`src/source/tlb_pkg.sv`:
```
`default_nettype none

package tlb_pkg;

  // ==========================================================================
  // Address and field widths
  // ==========================================================================
  localparam int ADDR_W     = 32;
  localparam int PAGE_SHIFT = 16;       // 64 kB pages, set index sits just above
  localparam int VPN_W      = 16;       // Everything above the page offset
  localparam int PPN_W      = 16;
  localparam int ASID_W     = 8;
  localparam int ROB_W      = 6;

  typedef logic [ADDR_W-1:0] address_t;
  typedef logic [VPN_W-1:0]  vpn_t;
  typedef logic [PPN_W-1:0]  ppn_t;
  typedef logic [ASID_W-1:0] asid_t;
  typedef logic [ROB_W-1:0]  rob_ndx_t;
  typedef logic [2:0]        rwx_t;     // Read, write and execute rights

  // One translation, 44 bits wide
  typedef struct packed {
    logic  valid;
    vpn_t  vpn;
    asid_t asid;
    ppn_t  ppn;
    rwx_t  rwx;
  } tlb_entry_t;

  // Which address-generation port produced a queued miss
  typedef enum logic {
    MISS_AGEN0,
    MISS_AGEN1
  } miss_src_e;

  // Reset fill machine
  typedef enum logic {
    FILL_RUN,
    FILL_DONE
  } fill_state_e;

  // ==========================================================================
  // Boot block placed at the top indices of way 0
  // ==========================================================================
  localparam int   BOOT_ENTRIES  = 12;
  localparam ppn_t BOOT_PPN_BASE = 16'hFFF4;
  localparam rwx_t BOOT_RWX_ROM  = 3'd5;   // Read and execute
  localparam rwx_t BOOT_RWX_IO   = 3'd6;   // Read and write
  localparam rwx_t BOOT_RWX_RAM  = 3'd7;   // Scratchpad, full access

endpackage

`default_nettype wire

```
`src/source/tlb_miss_if.sv`:
```
`timescale 1ns/1ns
`default_nettype none

// Miss report of one lookup port, valid only in the current cycle
interface tlb_miss_if;
  import tlb_pkg::*;

  logic     miss;   // Accepted request found no matching entry
  address_t vadr;
  asid_t    asid;
  rob_ndx_t rndx;   // Reorder-buffer slot waiting on the walk

  modport src  (output miss, vadr, asid, rndx);
  modport sink (input miss, vadr, asid, rndx);

endinterface

`default_nettype wire

```
`src/source/tlb_lookup.sv`:
```
`timescale 1ns/1ns
`default_nettype none

// One address-generation lookup. Both ways are read at the set index, the
// hit is registered for one cycle and a miss is reported on the same cycle
module tlb_lookup #(parameter int TLB_ENTRIES = 128) (
  input  logic                           clk,
  input  logic                           rst,
  input  logic                           v_i,
  input  tlb_pkg::address_t              vadr_i,
  input  tlb_pkg::asid_t                 asid_i,
  input  tlb_pkg::rob_ndx_t              rndx_i,
  input  logic                           stall_i,
  output logic [$clog2(TLB_ENTRIES)-1:0] idx_o,
  input  tlb_pkg::tlb_entry_t            way0_entry_i,
  input  tlb_pkg::tlb_entry_t            way1_entry_i,
  tlb_miss_if.src                        miss,
  output logic                           v_o,
  output tlb_pkg::tlb_entry_t            entry_o,
  output tlb_pkg::address_t              vadr_o,
  output tlb_pkg::rob_ndx_t              rndx_o
);
  import tlb_pkg::*;

  localparam int IDX_W = $clog2(TLB_ENTRIES);

  vpn_t       vpn;
  logic       hit0;
  logic       hit1;
  logic       take;      // Request accepted this cycle
  tlb_entry_t hit_entry;

  assign idx_o = vadr_i[PAGE_SHIFT +: IDX_W];      // Set index above the page offset
  assign vpn   = vadr_i[ADDR_W-1:PAGE_SHIFT];      // Full page number is compared

  assign hit0 = way0_entry_i.valid && (way0_entry_i.vpn == vpn) && (way0_entry_i.asid == asid_i);
  assign hit1 = way1_entry_i.valid && (way1_entry_i.vpn == vpn) && (way1_entry_i.asid == asid_i);

  assign hit_entry = hit0 ? way0_entry_i : way1_entry_i;   // Way 0 has priority
  assign take      = v_i && !stall_i;

  // Miss report goes straight to the queue
  assign miss.miss = take && !(hit0 || hit1);
  assign miss.vadr = vadr_i;
  assign miss.asid = asid_i;
  assign miss.rndx = rndx_i;

  always_ff @(posedge clk) begin
    if (rst) v_o <= 1'b0;
    else     v_o <= take && (hit0 || hit1);        // One pulse per accepted hit
  end

  always_ff @(posedge clk) begin
    if (take && (hit0 || hit1)) begin
      entry_o <= hit_entry;
      vadr_o  <= vadr_i;
      rndx_o  <= rndx_i;
    end
  end

  // A stalled cycle never produces a result one cycle later
  a_stall_no_v: assert property (@(posedge clk) disable iff (rst) stall_i |=> !v_o);

endmodule

`default_nettype wire

```
`src/flat_wrapper.sv`:
```
// flat-port wrapper written by rule: the top's interface ports become plain ports
module tlb_lookup_flat import tlb_pkg::*;
#(parameter int TLB_ENTRIES = 128)
  (clk, rst, v_i, vadr_i, asid_i, rndx_i, stall_i, idx_o, way0_entry_i, way1_entry_i, v_o, entry_o, vadr_o, rndx_o, miss_miss, miss_vadr, miss_asid, miss_rndx);
  tlb_miss_if miss_i ();
  input  logic clk;
  input  logic rst;
  input  logic v_i;
  input  tlb_pkg::address_t vadr_i;
  input  tlb_pkg::asid_t asid_i;
  input  tlb_pkg::rob_ndx_t rndx_i;
  input  logic stall_i;
  output logic [$clog2(TLB_ENTRIES)-1:0] idx_o;
  input  tlb_pkg::tlb_entry_t way0_entry_i;
  input  tlb_pkg::tlb_entry_t way1_entry_i;
  output logic v_o;
  output tlb_pkg::tlb_entry_t entry_o;
  output tlb_pkg::address_t vadr_o;
  output tlb_pkg::rob_ndx_t rndx_o;
  output wire logic [$bits(miss_i.miss)-1:0] miss_miss;
  output wire logic [$bits(miss_i.vadr)-1:0] miss_vadr;
  output wire logic [$bits(miss_i.asid)-1:0] miss_asid;
  output wire logic [$bits(miss_i.rndx)-1:0] miss_rndx;
  assign miss_miss = miss_i.miss;
  assign miss_vadr = miss_i.vadr;
  assign miss_asid = miss_i.asid;
  assign miss_rndx = miss_i.rndx;
  tlb_lookup #(.TLB_ENTRIES(TLB_ENTRIES)) u_core (.clk(clk), .rst(rst), .v_i(v_i), .vadr_i(vadr_i), .asid_i(asid_i), .rndx_i(rndx_i), .stall_i(stall_i), .idx_o(idx_o), .way0_entry_i(way0_entry_i), .way1_entry_i(way1_entry_i), .miss(miss_i), .v_o(v_o), .entry_o(entry_o), .vadr_o(vadr_o), .rndx_o(rndx_o));
endmodule
```
`config.mk`:
```
export PLATFORM = sky130hd
export DESIGN_NAME = tlb_lookup_flat
export DESIGN_NICKNAME = d
export VERILOG_FILES = /design/src/source/tlb_pkg.sv /design/src/source/tlb_miss_if.sv /design/src/source/tlb_lookup.sv /design/src/flat_wrapper.sv
export SDC_FILE = /design/constraint.sdc
export NUM_CORES = 1
export LEC_CHECK = 0
export BUFFER_PORTS_ARGS = -buffer_cell sky130_fd_sc_hd__buf_4
export CAP_MARGIN = 20
export CORE_AREA = 2 2 107 109
export CTS_CLUSTER_DIAMETER = 80
export CTS_CLUSTER_SIZE = 10
export DETAILED_ROUTE_END_ITERATION = 16
export DIE_AREA = 0 0 109 111
export GPL_TIMING_DRIVEN = 0
export PLACE_DENSITY = 0.74
export SKIP_LAST_GASP = 1
export SYNTH_ARGS = -nofsm -noshare
export SYNTH_HDL_FRONTEND = slang
export SYNTH_SLANG_ARGS = --single-unit
```
`constraint.sdc`:
```
create_clock -name clk -period 5.3 [get_ports clk]
set_input_delay 0.265 -clock clk [delete_from_list [all_inputs] [get_ports clk]]
set_output_delay 0.265 -clock clk [all_outputs]
set_load 0.01 [all_outputs]
```
After elaboration in Yosys (flattened, before gate mapping)
Cells that the tools add are included.

Register bits: 83. Input port bits: 138. Logic and storage cells: 23. Output and inout bits: 137.

Reduce and logical (&&, ||, !) cells: 10. Multiplexer cells: 1. Equality and inequality tests: 4.

Operators with widths (number): $mux 44 (1); $eq 16x16->1 (2); $eq 8x8->1 (2); $logic_and 1x1->1 (7); $logic_not 1->1 (2); $logic_or 1x1->1 (1).

Logic depth before layout (Yosys ltp)
Depth in word-level cells: 6. Gate-level depth with buffers: 7. Depth with buffers taken out: 5.

Least setup slack after synthesis
Ideal clock, no wire load.

Kind: input -> register. Start: in vadr_i[22]. End: reg u_core.entry_o[0] (netlist name). Data required time: 4750 ps. Setup slack: -447 ps. Buffers on the path: 2. Arrival time: 5197 ps. Stages on the path: 7. Library setup time: 550 ps. Cells stage by stage: xnor2_1 nand4_1 nor4_1 nand4_1 buf_4 buf_6 a21oi_1.

Word-level cells in the longest chain between the ends: 5.

Ends and longest elaborated chain: start, declared (line flat_wrapper.sv:9) `input tlb_pkg::address_t vadr_i;`; $eq 16x16->1 (on tied branches) (line tlb_lookup.sv:36, tlb_lookup.sv:37); $logic_and 1x1->1 (on tied branches) (2 in a row) (line tlb_lookup.sv:36, tlb_lookup.sv:37); $logic_or 1x1->1 * (line tlb_lookup.sv:54) `if (take && (hit0 || hit1)) begin`; $logic_and 1x1->1 * (line tlb_lookup.sv:54).

Mark *: on every way between the ends. The rest lies on a longest branch, timed or not. A chain may end at the register's enable or synchronous reset.

Worst setup path after layout
Start: in vadr_i[29]. End: reg u_core.entry_o[3] (netlist name).

Word-level cells in the longest chain between the ends: 5.

Ends and longest elaborated chain (line): $eq 16x16->1 (on tied branches) (tlb_lookup.sv:36, tlb_lookup.sv:37); $logic_and 1x1->1 (on tied branches) (2 in a row) (tlb_lookup.sv:36, tlb_lookup.sv:37); $logic_or 1x1->1 * (tlb_lookup.sv:54); $logic_and 1x1->1 * (tlb_lookup.sv:54).

Marked as above.

==> summary.md <==
| Metric | Value |
|---|---|
| Die width | `109 µm` |
| Total CTS buffers | `9` |
| Post-Syn Instances | `255` |
| Iteration-0 DRC Markers | `84` |
| Via-to-Cell Ratio | `4.408` |
| Gr usage total | `17.94%` |
| Starting density of the core | `36.71%` |
| Post-synthesis sequential area ratio | `61.05%` |
| Vias in the first global route | `3020` |
| RD Place Congestion | `0.7977` |
| Wirelength per Cell | `16.35 µm` |
| DR pass1 iterations | `4` |
| Row cnt | `39` |
| Final Hold Viols | `0` |
| Max-cap viol count | `0` |
| Root buf cell | `clkbuf_16` |
| Synthesized net count | `393` |
| Ys Warns | `0` |
| CP arrival | `2.80 ns` |
| Power per cell area | `226.9 mW/mm²` |
| HPWL after DPL | `9225 µm` |
| Total power | `1510 µW` |
| Drt drc | `0` |
| Netlist cell types | `17` |
| Critical path capture point type | `flip-flop` |
| Placeable Area | `0.01108 mm²` |
| Hold WS | `0.09487 ns` |
| Chip height | `111 µm` |
| Data required, critical path | `5.33 ns` |
| Final Cycle Share | `52.17%` |
| Post-Syn Area | `0.004066 mm²` |
| Leakage Power | `0.002995 µW` |
| Minimum clock period | `2.765 ns` |
| Final Setup Violations | `0` |
| Die area | `0.01210 mm²` |
| Hold_sp | `rst` |
| Buffers on Ports | `274` |
| Post-layout util | `60.09%` |
| Peak supply drop | `139.2 µV` |
| Filler cells | `888` |
| #FFs+latches synth | `83` |
| Global-route wire length before repair | `16060 µm` |
| Status | `complete, no violations` |
| Final wirelength | `11300 µm` |
| Slowest library cell on the worst path | `a21oi_4` |
| Pin count of the biggest net entering global routing | `26` |
| Worst-path maximum fanout | `25` |
| Worst-path clk slew | `0.06 ns` |
| Crit path launch type | `input pin` |
| Layout area overhead | `63.69%` |
| Worst-margin pin slew | `0.7090 ns` |
| Cts repair resizes | `0` |
| Max clock buf depth | `2` |
| Postcts setup bufs | `0` |
| # diodes | `0` |
| Max Freq | `361.7 MHz` |
| RSZ-0062 raised after global routing | `false` |
| Via count | `3046` |
| Antenna-violating nets left | `0` |
| CP Cell Sequence | `buf_4 -> xor2_1 -> nor4_1 -> nand4_1 -> buf_4 -> buf_6 -> a21oi_4 -> buf_16 -> buf_16` |
| Layout cells sized above 1 | `70.99%` |
| Hold Crit Class | `input pin to flip-flop` |
| Cell area after layout | `0.006656 mm²` |
| CTS sink cnt | `83` |
| CTS tree | `yes` |
| CTS Hold Buffers Added | `0` |
| IO Count | `275` |
| Fin. max-slew vios | `0` |
| Post-DP Area | `0.006396 mm²` |
| Normalized max-slew margin | `52.63%` |
| TNS Setup | `0 ns` |
| Syn_area_per_cell | `15.95 µm²` |
| Global route total overflow | `0` |
| Layout Nets | `681` |
| Setup CP Type | `input pin to flip-flop` |
| CTS H-tree depth | `3` |
| Largest stage delay on the critical path | `0.58 ns` |
| Crit. Startpoint | `vadr_i[29]` |
| Initial antenna violation count | `0` |
sequential cells by signal, summed over array words and instances (netlist names):
register / flops
u_core.entry_o: 44
u_core.rndx_o: 6
u_core.v_o: 1
u_core.vadr_o: 32
final cells by class:
cell class / instances / area [µm²] / share of cell area (%)
clock inverter: 6 / 31.28 / 0.4699
multi-input combinational: 114 / 1152 / 17.31
timing repair buffer: 277 / 2140 / 32.14
tap: 143 / 178.9 / 2.688
sequential: 83 / 2482 / 37.29
clock buffer: 10 / 229.0 / 3.440
buffer: 58 / 442.9 / 6.654
stage by stage:
stage	setup slack [ns]	std cells
after global placement	-0.3298	672
after detailed placement	2.194	675
final	2.535	691
after CTS	2.534	691
after global routing	2.427	691
after floorplan	1.252	255
path summary, 6_finish.rpt:
kind                             to  slack (ns)  cells past startpoint
setup / recovery  u_core.entry_o[3]        2.53                      9
hold / removal           u_core.v_o        0.09                      2
Yosys cell counts, drive strengths merged:
cell type,count,share of area [%]
edfxtp,82,61
buf,57,11
mux2,43,14
xnor2,26,5.6
xor2,22,4.7
nand4,8,1.2
nor4,6,0.92
nand2,2,0.18
nand2b,2,0.31
nor3,2,0.25
a211oi,1,0.18
a21oi,1,0.12
and3b,1,0.22
clkbuf,1,0.092
dfxtp,1,0.49
layer usage:
| metal | track usage, % | part of all wire [%] | wire (µm) |
|---|---|---|---|
| met1 | 20.82 | 37 | 4192 |
| met2 | 30.77 | 52 | 5889 |
| met3 | 5.703 | 9.5 | 1077 |
| met4 | 6.239 | 1.2 | 136 |
| met5 | 0 | 0 | 0 |
cells in the final DEF (no fill, tap or decap):
cell type,n
clkbuf_1,2
buf_16,3
mux2_2,17
nand2b_1,2
dfxtp_1,1
nand4_1,8
edfxtp_1,82
inv_6,1
mux2_4,26
nand2_1,2
nor4_1,6
xor2_1,22
and3b_1,1
clkbuf_16,9
nor3_1,2
buf_4,328
buf_6,3
xnor2_1,26
a211oi_1,1
a21oi_4,1
clkinvlp_4,1
clkinv_1,4
where the power goes:
group	leakage, µW	switching (µW)	internal (µW)	total, µW
Sequential	0.000745	0.0000135	720	720
Clock	0.000123	243	313	555
Combinational	0.00213	81.2	153	234
kinds of logic (layout without fill, tap and decap cells):
| logic type | after synthesis | after routing | synth area share, % |
|---|---|---|---|
| flops | 83 | 83 | 61.05 |
| buf+inv | 58 | 351 | 10.89 |
| xor+xnor | 48 | 48 | 10.34 |
| mux | 43 | 43 | 14.31 |
| simple gates | 21 | 21 | 3.108 |
| compound gates | 2 | 2 | 0.3076 |
critical path: cells and delay by family:
kind	cells	cell delay, ns
simple gates	2	0.76
xor+xnor	1	0.17
compound gates	1	0.58
buf+inv	5	0.99
Note: power is estimated with default switching activity, not from simulation.
