$ cat src/source/tlb_pkg.sv
`default_nettype none

package tlb_pkg;

  // ==========================================================================
  // Address and field widths
  // ==========================================================================
  localparam int ADDR_W     = 32;
  localparam int PAGE_SHIFT = 16;       // 64 kB pages, set index sits just above
  localparam int VPN_W      = 16;       // Everything above the page offset
  localparam int PPN_W      = 16;
  localparam int ASID_W     = 8;
  localparam int ROB_W      = 6;

  typedef logic [ADDR_W-1:0] address_t;
  typedef logic [VPN_W-1:0]  vpn_t;
  typedef logic [PPN_W-1:0]  ppn_t;
  typedef logic [ASID_W-1:0] asid_t;
  typedef logic [ROB_W-1:0]  rob_ndx_t;
  typedef logic [2:0]        rwx_t;     // Read, write and execute rights

  // One translation, 44 bits wide
  typedef struct packed {
    logic  valid;
    vpn_t  vpn;
    asid_t asid;
    ppn_t  ppn;
    rwx_t  rwx;
  } tlb_entry_t;

  // Which address-generation port produced a queued miss
  typedef enum logic {
    MISS_AGEN0,
    MISS_AGEN1
  } miss_src_e;

  // Reset fill machine
  typedef enum logic {
    FILL_RUN,
    FILL_DONE
  } fill_state_e;

  // ==========================================================================
  // Boot block placed at the top indices of way 0
  // ==========================================================================
  localparam int   BOOT_ENTRIES  = 12;
  localparam ppn_t BOOT_PPN_BASE = 16'hFFF4;
  localparam rwx_t BOOT_RWX_ROM  = 3'd5;   // Read and execute
  localparam rwx_t BOOT_RWX_IO   = 3'd6;   // Read and write
  localparam rwx_t BOOT_RWX_RAM  = 3'd7;   // Scratchpad, full access

endpackage

`default_nettype wire

$ cat src/source/tlb_miss_if.sv
`timescale 1ns/1ns
`default_nettype none

// Miss report of one lookup port, valid only in the current cycle
interface tlb_miss_if;
  import tlb_pkg::*;

  logic     miss;   // Accepted request found no matching entry
  address_t vadr;
  asid_t    asid;
  rob_ndx_t rndx;   // Reorder-buffer slot waiting on the walk

  modport src  (output miss, vadr, asid, rndx);
  modport sink (input miss, vadr, asid, rndx);

endinterface

`default_nettype wire

$ cat src/source/tlb_miss_queue.sv
`timescale 1ns/1ns
`default_nettype none

// Circular queue of outstanding misses. Takes up to two misses a cycle in
// port order, filters pages already waiting and shows the oldest to the walker
module tlb_miss_queue #(parameter int MISSQ_ENTRIES = 16) (
  input  logic               clk,
  input  logic               rst,
  input  logic               ready_i,
  tlb_miss_if.sink           m0,
  tlb_miss_if.sink           m1,
  input  logic               missack_i,
  output logic               miss_o,
  output tlb_pkg::miss_src_e miss_src_o,
  output tlb_pkg::address_t  miss_vadr_o,
  output tlb_pkg::asid_t     miss_asid_o,
  output tlb_pkg::rob_ndx_t  miss_rndx_o
);
  import tlb_pkg::*;

  localparam int PTR_W = $clog2(MISSQ_ENTRIES);   // Pointers wrap, depth is a power of two
  localparam int CNT_W = PTR_W + 1;

  miss_src_e              q_src  [MISSQ_ENTRIES];
  address_t               q_vadr [MISSQ_ENTRIES];
  asid_t                  q_asid [MISSQ_ENTRIES];
  rob_ndx_t               q_rndx [MISSQ_ENTRIES];
  logic [MISSQ_ENTRIES-1:0] q_vld;                // Slot holds a waiting miss
  logic [PTR_W-1:0]       head;
  logic [PTR_W-1:0]       tail;
  logic [PTR_W-1:0]       tail_nxt;               // Slot for port 1
  logic [CNT_W-1:0]       count;
  vpn_t                   vpn0;
  vpn_t                   vpn1;
  logic                   room;
  logic                   in_q0;
  logic                   in_q1;
  logic                   same_pg;
  logic                   en0;
  logic                   en1;
  logic                   pop;

  // ==========================================================================
  // Enqueue decision
  // ==========================================================================
  assign vpn0 = m0.vadr[ADDR_W-1:PAGE_SHIFT];
  assign vpn1 = m1.vadr[ADDR_W-1:PAGE_SHIFT];

  always_comb begin
    in_q0 = 1'b0;
    in_q1 = 1'b0;
    for (int i = 0; i < MISSQ_ENTRIES; i++) begin
      if (q_vld[i] && (q_vadr[i][ADDR_W-1:PAGE_SHIFT] == vpn0) && (q_asid[i] == m0.asid))
        in_q0 = 1'b1;
      if (q_vld[i] && (q_vadr[i][ADDR_W-1:PAGE_SHIFT] == vpn1) && (q_asid[i] == m1.asid))
        in_q1 = 1'b1;
    end
  end

  // Both ports may land in one cycle, so two places must be free
  assign room    = (count <= CNT_W'(MISSQ_ENTRIES - 3));
  assign same_pg = m0.miss && (vpn0 == vpn1) && (m0.asid == m1.asid);
  assign en0     = ready_i && room && m0.miss && !in_q0;
  assign en1     = ready_i && room && m1.miss && !in_q1 && !same_pg;   // Port 0 wins a tie
  assign pop     = missack_i && miss_o;
  assign tail_nxt = tail + PTR_W'(en0);

  // ==========================================================================
  // Pointers and storage
  // ==========================================================================
  always_ff @(posedge clk) begin
    if (rst) begin
      head  <= '0;
      tail  <= '0;
      count <= '0;
      q_vld <= '0;
    end else begin
      if (pop) begin
        q_vld[head] <= 1'b0;
        head        <= head + 1'b1;
      end
      if (en0) q_vld[tail]     <= 1'b1;
      if (en1) q_vld[tail_nxt] <= 1'b1;
      tail  <= tail + PTR_W'(en0) + PTR_W'(en1);
      count <= count + CNT_W'(en0) + CNT_W'(en1) - CNT_W'(pop);
    end
  end

  always_ff @(posedge clk) begin
    if (en0) begin
      q_src[tail]  <= MISS_AGEN0;
      q_vadr[tail] <= m0.vadr;
      q_asid[tail] <= m0.asid;
      q_rndx[tail] <= m0.rndx;
    end
    if (en1) begin
      q_src[tail_nxt]  <= MISS_AGEN1;
      q_vadr[tail_nxt] <= m1.vadr;
      q_asid[tail_nxt] <= m1.asid;
      q_rndx[tail_nxt] <= m1.rndx;
    end
  end

  // Oldest miss is held as a level until the walker acknowledges it
  assign miss_o      = (count != '0);
  assign miss_src_o  = q_src[head];
  assign miss_vadr_o = q_vadr[head];
  assign miss_asid_o = q_asid[head];
  assign miss_rndx_o = q_rndx[head];

  a_ack_when_miss: assert property (@(posedge clk) disable iff (rst) missack_i |-> miss_o);
  a_count_cap: assert property (@(posedge clk) disable iff (rst)
    count <= CNT_W'(MISSQ_ENTRIES - 1));

endmodule

`default_nettype wire

$ cat src/flat_wrapper.sv
// flat-port wrapper written by rule: the top's interface ports become plain ports
module tlb_miss_queue_flat import tlb_pkg::*;
#(parameter int MISSQ_ENTRIES = 16)
  (clk, rst, ready_i, missack_i, miss_o, miss_src_o, miss_vadr_o, miss_asid_o, miss_rndx_o, m0_miss, m0_vadr, m0_asid, m0_rndx, m1_miss, m1_vadr, m1_asid, m1_rndx);
  tlb_miss_if m0_i ();
  tlb_miss_if m1_i ();
  input  logic clk;
  input  logic rst;
  input  logic ready_i;
  input  logic missack_i;
  output logic miss_o;
  output tlb_pkg::miss_src_e miss_src_o;
  output tlb_pkg::address_t miss_vadr_o;
  output tlb_pkg::asid_t miss_asid_o;
  output tlb_pkg::rob_ndx_t miss_rndx_o;
  input wire logic [$bits(m0_i.miss)-1:0] m0_miss;
  input wire logic [$bits(m0_i.vadr)-1:0] m0_vadr;
  input wire logic [$bits(m0_i.asid)-1:0] m0_asid;
  input wire logic [$bits(m0_i.rndx)-1:0] m0_rndx;
  input wire logic [$bits(m1_i.miss)-1:0] m1_miss;
  input wire logic [$bits(m1_i.vadr)-1:0] m1_vadr;
  input wire logic [$bits(m1_i.asid)-1:0] m1_asid;
  input wire logic [$bits(m1_i.rndx)-1:0] m1_rndx;
  assign m0_i.miss = m0_miss;
  assign m0_i.vadr = m0_vadr;
  assign m0_i.asid = m0_asid;
  assign m0_i.rndx = m0_rndx;
  assign m1_i.miss = m1_miss;
  assign m1_i.vadr = m1_vadr;
  assign m1_i.asid = m1_asid;
  assign m1_i.rndx = m1_rndx;
  tlb_miss_queue #(.MISSQ_ENTRIES(MISSQ_ENTRIES)) u_core (.clk(clk), .rst(rst), .ready_i(ready_i), .m0(m0_i), .m1(m1_i), .missack_i(missack_i), .miss_o(miss_o), .miss_src_o(miss_src_o), .miss_vadr_o(miss_vadr_o), .miss_asid_o(miss_asid_o), .miss_rndx_o(miss_rndx_o));
endmodule
$ cat config.mk
export PLATFORM = sky130hd
export DESIGN_NAME = tlb_miss_queue_flat
export DESIGN_NICKNAME = d
export VERILOG_FILES = /design/src/source/tlb_pkg.sv /design/src/source/tlb_miss_if.sv /design/src/source/tlb_miss_queue.sv /design/src/flat_wrapper.sv
export SDC_FILE = /design/constraint.sdc
export NUM_CORES = 2
export LEC_CHECK = 0
export ABC_CLOCK_PERIOD_IN_PS = 7900
export BUFFER_PORTS_ARGS = -buffer_cell sky130_fd_sc_hd__buf_2
export CAP_MARGIN = 20
export CORE_MARGIN = 4
export CORE_UTILIZATION = 45
export DETAILED_ROUTE_END_ITERATION = 7
export SYNTH_ARGS = -nofsm -noshare
export SYNTH_HDL_FRONTEND = slang
export SYNTH_SLANG_ARGS = --single-unit
$ cat constraint.sdc
create_clock -name clk -period 7.9 [get_ports clk]
set_input_delay 0 -clock clk [delete_from_list [all_inputs] [get_ports clk]]
set_output_delay 0 -clock clk [all_outputs]
set_load 0.005 [all_outputs]
---- Yosys cells after proc, flatten, opt, wreduce, memory -nomap -nowiden ----
Memory sizes are Yosys's and may differ from the RTL's. A register that Yosys moved wholly into a read port is not among the register bits.
Index checks and enable logic that the tools add are counted.
operators by class
  bitwise logic cells ..................... 4
  multiplexer cells ....................... 55
  add/subtract/negate cells ............... 6
  magnitude comparators ................... 7
  reduce and logical (&&, ||, !) cells .... 80
  equal/unequal tests ..................... 66
operators by type and width
  operator                                                                count
  16-bit equality test                                                    33
  8-bit equality test                                                     33
  16-bit 2-to-1 mux                                                       5
  1-bit logical AND                                                       76
  1-bit 2-to-1 mux                                                        39
  4-bit 2-to-1 mux                                                        8
  16-bit bitwise OR                                                       2
  16-bit AND                                                              1
  16-bit NOT                                                              1
  4-bit by 5-bit < comparator with 1-bit output (second input constant)   3
  1-bit demux with 4-bit select                                           3
  4-bit by 1-bit >= comparator with 1-bit output (second input constant)  3
  5-bit by 1-bit adder with 5-bit output                                  2
  4-bit by 1-bit adder with 4-bit output                                  2
  5-bit by 4-bit <= comparator with 1-bit output (second input constant)  1
  5-bit nonzero test                                                      1
  5-bit by 1-bit subtractor with 5-bit output                             1
  4-bit by 1-bit adder with 4-bit output (second input constant)          1
  1-bit logical NOT                                                       3
storage, ports and cells
  output and inout bits ................... 48
  bits in writable memories ............... 752
  flip-flop bits (word level) ............. 29
  logic and storage cells ................. 226
  memories kept ........................... 4
memories
  memory         depth  bits a word  rd ports  clocked after Yosys merged registers in  wr ports  RTL line              source
  u_core.q_vadr  16     32           17        1                                        2         tlb_miss_queue.sv:25  address_t q_vadr [MISSQ_ENTRIES];
  u_core.q_asid  16     8            17        1                                        2         tlb_miss_queue.sv:26  asid_t q_asid [MISSQ_ENTRIES];
  u_core.q_rndx  16     6            1         1                                        2         tlb_miss_queue.sv:27  rob_ndx_t q_rndx [MISSQ_ENTRIES];
  u_core.q_src   16     1            1         1                                        2         tlb_miss_queue.sv:24  miss_src_e q_src [MISSQ_ENTRIES];

---- Logic depth before layout (Yosys ltp) ----
  word-level depth ........................ 28
  mapped depth ............................ 19

---- Least setup slack after synthesis ----
Ideal clock, no wire load.
  path kind ............................... flip-flop to flip-flop
  start ................................... mem u_core.q_asid[4][0] (netlist name)
  end ..................................... mem u_core.q_asid[9][0] (netlist name), enable pin
  cell stages (with the launch flop) ...... 14
  data required time ...................... 7382 ps
  setup time .............................. 518 ps
  slack ................................... 1533 ps
  arrival time ............................ 5849 ps
  buffers on the path ..................... 0
  path through ............................ edfxtp_1 xnor2_1 nand4_1 nor4_1 a22oi_1 nand4_1 or2_2 nor2_1 ha_1 ha_1 xor2_1 nor2_1 nand3_1 o31ai_1
RTL lines
  element          RTL line
  start, declared  tlb_miss_queue.sv:26

==> flow_summary.toml <==
[synthesis]
synth.yosys.warnings = 0
synth_enable_flop_cells = 736
synth-seq-area-share_pct = 46.76
yosysUniqueCellTypes = 54
synth_xor_xnor_area_share_pct = 14.28
synth_flop_cell = "sky130_fd_sc_hd__edfxtp_1"
muxShareOfSynthArea_pct = 27.51
synthSimpleGateAreaFrac_pct = 5.706
synth-compound-area-share_pct = 1.039
synth_fp_nets = 3651
ys_ff_latch = 785
synth_area_sq_mm = 0.04936
post_synth_fa_ha_maj_area_fraction_pct = 0.5120
synthCells = 3534
largest_family_of_logic_cells_by_synthesized_area = "multiplexers"
async_flop_share_pct = 0
avgSynthCellArea_sq_um = 13.97

[critical_path]
critical-path-slowest-cell = "sky130_fd_sc_hd__xor2_1"
critical_path_class = "register to register"
worstSetupStartpointType = "register"
series_of_cell_instances_along_the_critical_path = "xor2_1 -> nor4_1 -> nand4_1 -> nand3_1 -> or2_2 -> nor2_1 -> ha_1 -> nand3_1 -> xor2_1 -> nor2_1 -> nand4_1 -> buf_4 -> buf_4 -> mux2_1 -> dlygate4sd3_1"
critPathMaxFanout = 26
cp_data_required_time_ns = 8.34
critPathMaxStageDelay_ns = 0.86
worstSetupEndpointType = "register"
critPathArrivalTime_ns = 6.78

[place]
dp_hpwl_um = 151600
io_buffer_count = 145
routability_congestion = 1.053

[routing]
drt-total-wl_um = 219400
remaining_routing_drc_violations = 0
vias_per_cell = 6.643
dr_total_vias = 33710
drt_pass1_iterations = 5
drt-wirelength-per-cell_um = 43.24
first_iter_violations = 3665
ant_nets = 0

[outcome]
outcome = "finished, final reports clean"

[cts]
clock_latency_on_the_worst_skew_pair_ns = 0.71
ctsLongestPathBuffers = 3
cts_tree = "done"
clk_pin_slew_ns = 0.06
tritoncts_num_sinks = 785
htree_levels = 3
cts-buffers-inserted = 92
cts-root-buf = "sky130_fd_sc_hd__clkbuf_16"

[final_layout]
nFillCells = 9248
num-nets-final = 3698
most_common_library_cell_in_the_layout_ignoring_fill_and_taps = "sky130_fd_sc_hd__edfxtp_1"
layout_common_cells = "sky130_fd_sc_hd__edfxtp_1 (736), sky130_fd_sc_hd__xnor2_1 (579), sky130_fd_sc_hd__mux2_2 (525), sky130_fd_sc_hd__mux4_2 (235), sky130_fd_sc_hd__xor2_1 (226)"
area_growth_syn_to_fin_pct = 11.15
finish.utilization_pct = 50.40
drive_above_1_share_pct = 32.78

[global_routing]
grt_first_pass_wirelength_um = 295500
grt_pass1_vias = 34270
antenna_found_initial = 5
largest_net_degree_at_the_start_of_global_routing = 101
grt-ovfl-total = 0
grt.total_usage_pct = 37.42

[sta]
layout_worst_path_cycle_share_pct = 80.33
rsz_0062_raised_after_global_routing = "no"
timing.final.crit_period_ns = 6.346
worst_clock_skew_ns = 0.05214
worstMarginPinSlew_ns = 1.222
timing.final.hold_violations = 0
setup_tns_ns = 0
setup_viol = 0
timing.fmax_ghz = 0.1576
max_slew_margin_pct = 17.78
finalMaxSlewViolations = 0

[die]
die_h_um = 339.2
chipWidth_um = 339.2
core.rowCount = 121
ports = 146
core_sq_mm = 0.1089
floorplan.initialDensity_pct = 45.35
fp.dieArea_sq_mm = 0.1151

[power]
p_leak_nw = 17.43
report.power.total_w = 0.01246
vdd_drop_max_v = 0.0001911
power_per_cell_area_mw_per_mm2 = 227.1

[min_path]
worst_hold_path_class = "input pin to register"

[run]
drv.max_cap_violation_count = 0
-- critical path: cells and delay by family (launching register included) --
kind | cells | cell delay (ns)
and+or+nand+nor | 8 | 2.51
buffers and inverters | 3 | 1.37
xor gates and xnor gates | 2 | 1.06
DFF | 1 | 0.48
adders and majority gates | 1 | 0.24
muxes | 1 | 0.38
-- worst paths after layout --
kind,start,end,slack (ns),cells past startpoint
hold reg to reg,u_core.q_src[2],u_core.q_src[2],0.46,1
setup reg to reg,u_core.q_vadr[0][23],u_core.q_vadr[10][13],1.55,15
hold / removal,m1_vadr[29],u_core.q_vadr[13][29],0.06,2
setup / recovery,u_core.q_vadr[0][23],u_core.q_vadr[10][13],1.55,15
-- what timing repair did --
action | CTS | global route
gates resized for setup | 0 | 0
endpoints found under the hold margin | 399 | 0
hold buffers | 71 | 0
buffers inserted | 0 | 0
-- power by group --
group | internal [W] | total, W | switching, W
Combinational | 0.00140 | 0.00324 | 0.00183
Clock | 0.00239 | 0.00424 | 0.00185
Sequential | 0.00476 | 0.00498 | 0.000226
-- flip-flops by register name, indices dropped and copies added (netlist names), named ones only --
signal,cells
u_core.count,5
u_core.q_vld,16
u_core.q_vadr,512
u_core.q_asid,128
u_core.q_rndx,96
u_core.q_src,16
u_core.head,4
u_core.tail,4
-- synthesized netlist by cell type (14+ instances only) --
master / number / area (sq um)
sky130_fd_sc_hd__a31oi_1: 16 / 100.1
sky130_fd_sc_hd__buf_1: 38 / 142.6
sky130_fd_sc_hd__buf_2: 117 / 585.6
sky130_fd_sc_hd__buf_4: 54 / 405.4
sky130_fd_sc_hd__buf_6: 32 / 360.4
sky130_fd_sc_hd__clkbuf_1: 138 / 518.0
sky130_fd_sc_hd__dfxtp_1: 49 / 980.9
sky130_fd_sc_hd__edfxtp_1: 736 / 22100
sky130_fd_sc_hd__ha_1: 17 / 212.7
sky130_fd_sc_hd__inv_1: 14 / 52.55
sky130_fd_sc_hd__mux2_1: 211 / 2376
sky130_fd_sc_hd__mux2_2: 525 / 5912
sky130_fd_sc_hd__mux4_2: 235 / 5293
sky130_fd_sc_hd__nand2_1: 83 / 311.6
sky130_fd_sc_hd__nand3_1: 40 / 200.2
sky130_fd_sc_hd__nand4_1: 165 / 1032
sky130_fd_sc_hd__nor2_1: 28 / 105.1
sky130_fd_sc_hd__nor3_1: 43 / 215.2
sky130_fd_sc_hd__nor4_1: 88 / 550.5
sky130_fd_sc_hd__xnor2_1: 579 / 5071
sky130_fd_sc_hd__xor2_1: 226 / 1979
-- stage by stage --
step                      cells  setup slack (ns)  hold slack, ns  cell area (sq um)
after detailed placement   4829             1.738          0.4355              51160
final                      5074             1.554         0.05836              54860
after CTS                  5071             1.782        0.009664              54850
after global placement     4829             1.714          0.4381              51160
after global routing       5072             1.533         0.02325              54860
after floorplan            3534             1.533          0.2009              49360
-- metal layers --
layer	part of all wire [%]	global-route usage, %	up-vias
met5	0.012	0	-
met4	8.1	24.47	4
met3	7.3	6.598	552
met2	48	62.68	1990
met1	36	44.48	17670
li1	-	-	13490
-- area by class of cell --
class / instances / area, sq um / area share, %
diodes: 2 / 5.005 / 0.009123
well taps: 1414 / 1769 / 3.225
flip-flops and latches: 785 / 23100 / 42.10
inverters: 14 / 52.55 / 0.09579
clock inverters: 53 / 471.7 / 0.8598
clock buffers: 118 / 2502 / 4.561
multi-input cells: 2356 / 24440 / 44.55
repair buffers: 332 / 2520 / 4.593
-- kinds of logic after synthesis --
logic type,Yosys count
mux,971
xor+xnor,805
flops,785
simple gates,492
buf+inv,393
compound gates,69
fa+ha+maj,19
(Power assumes the default switching activity.)
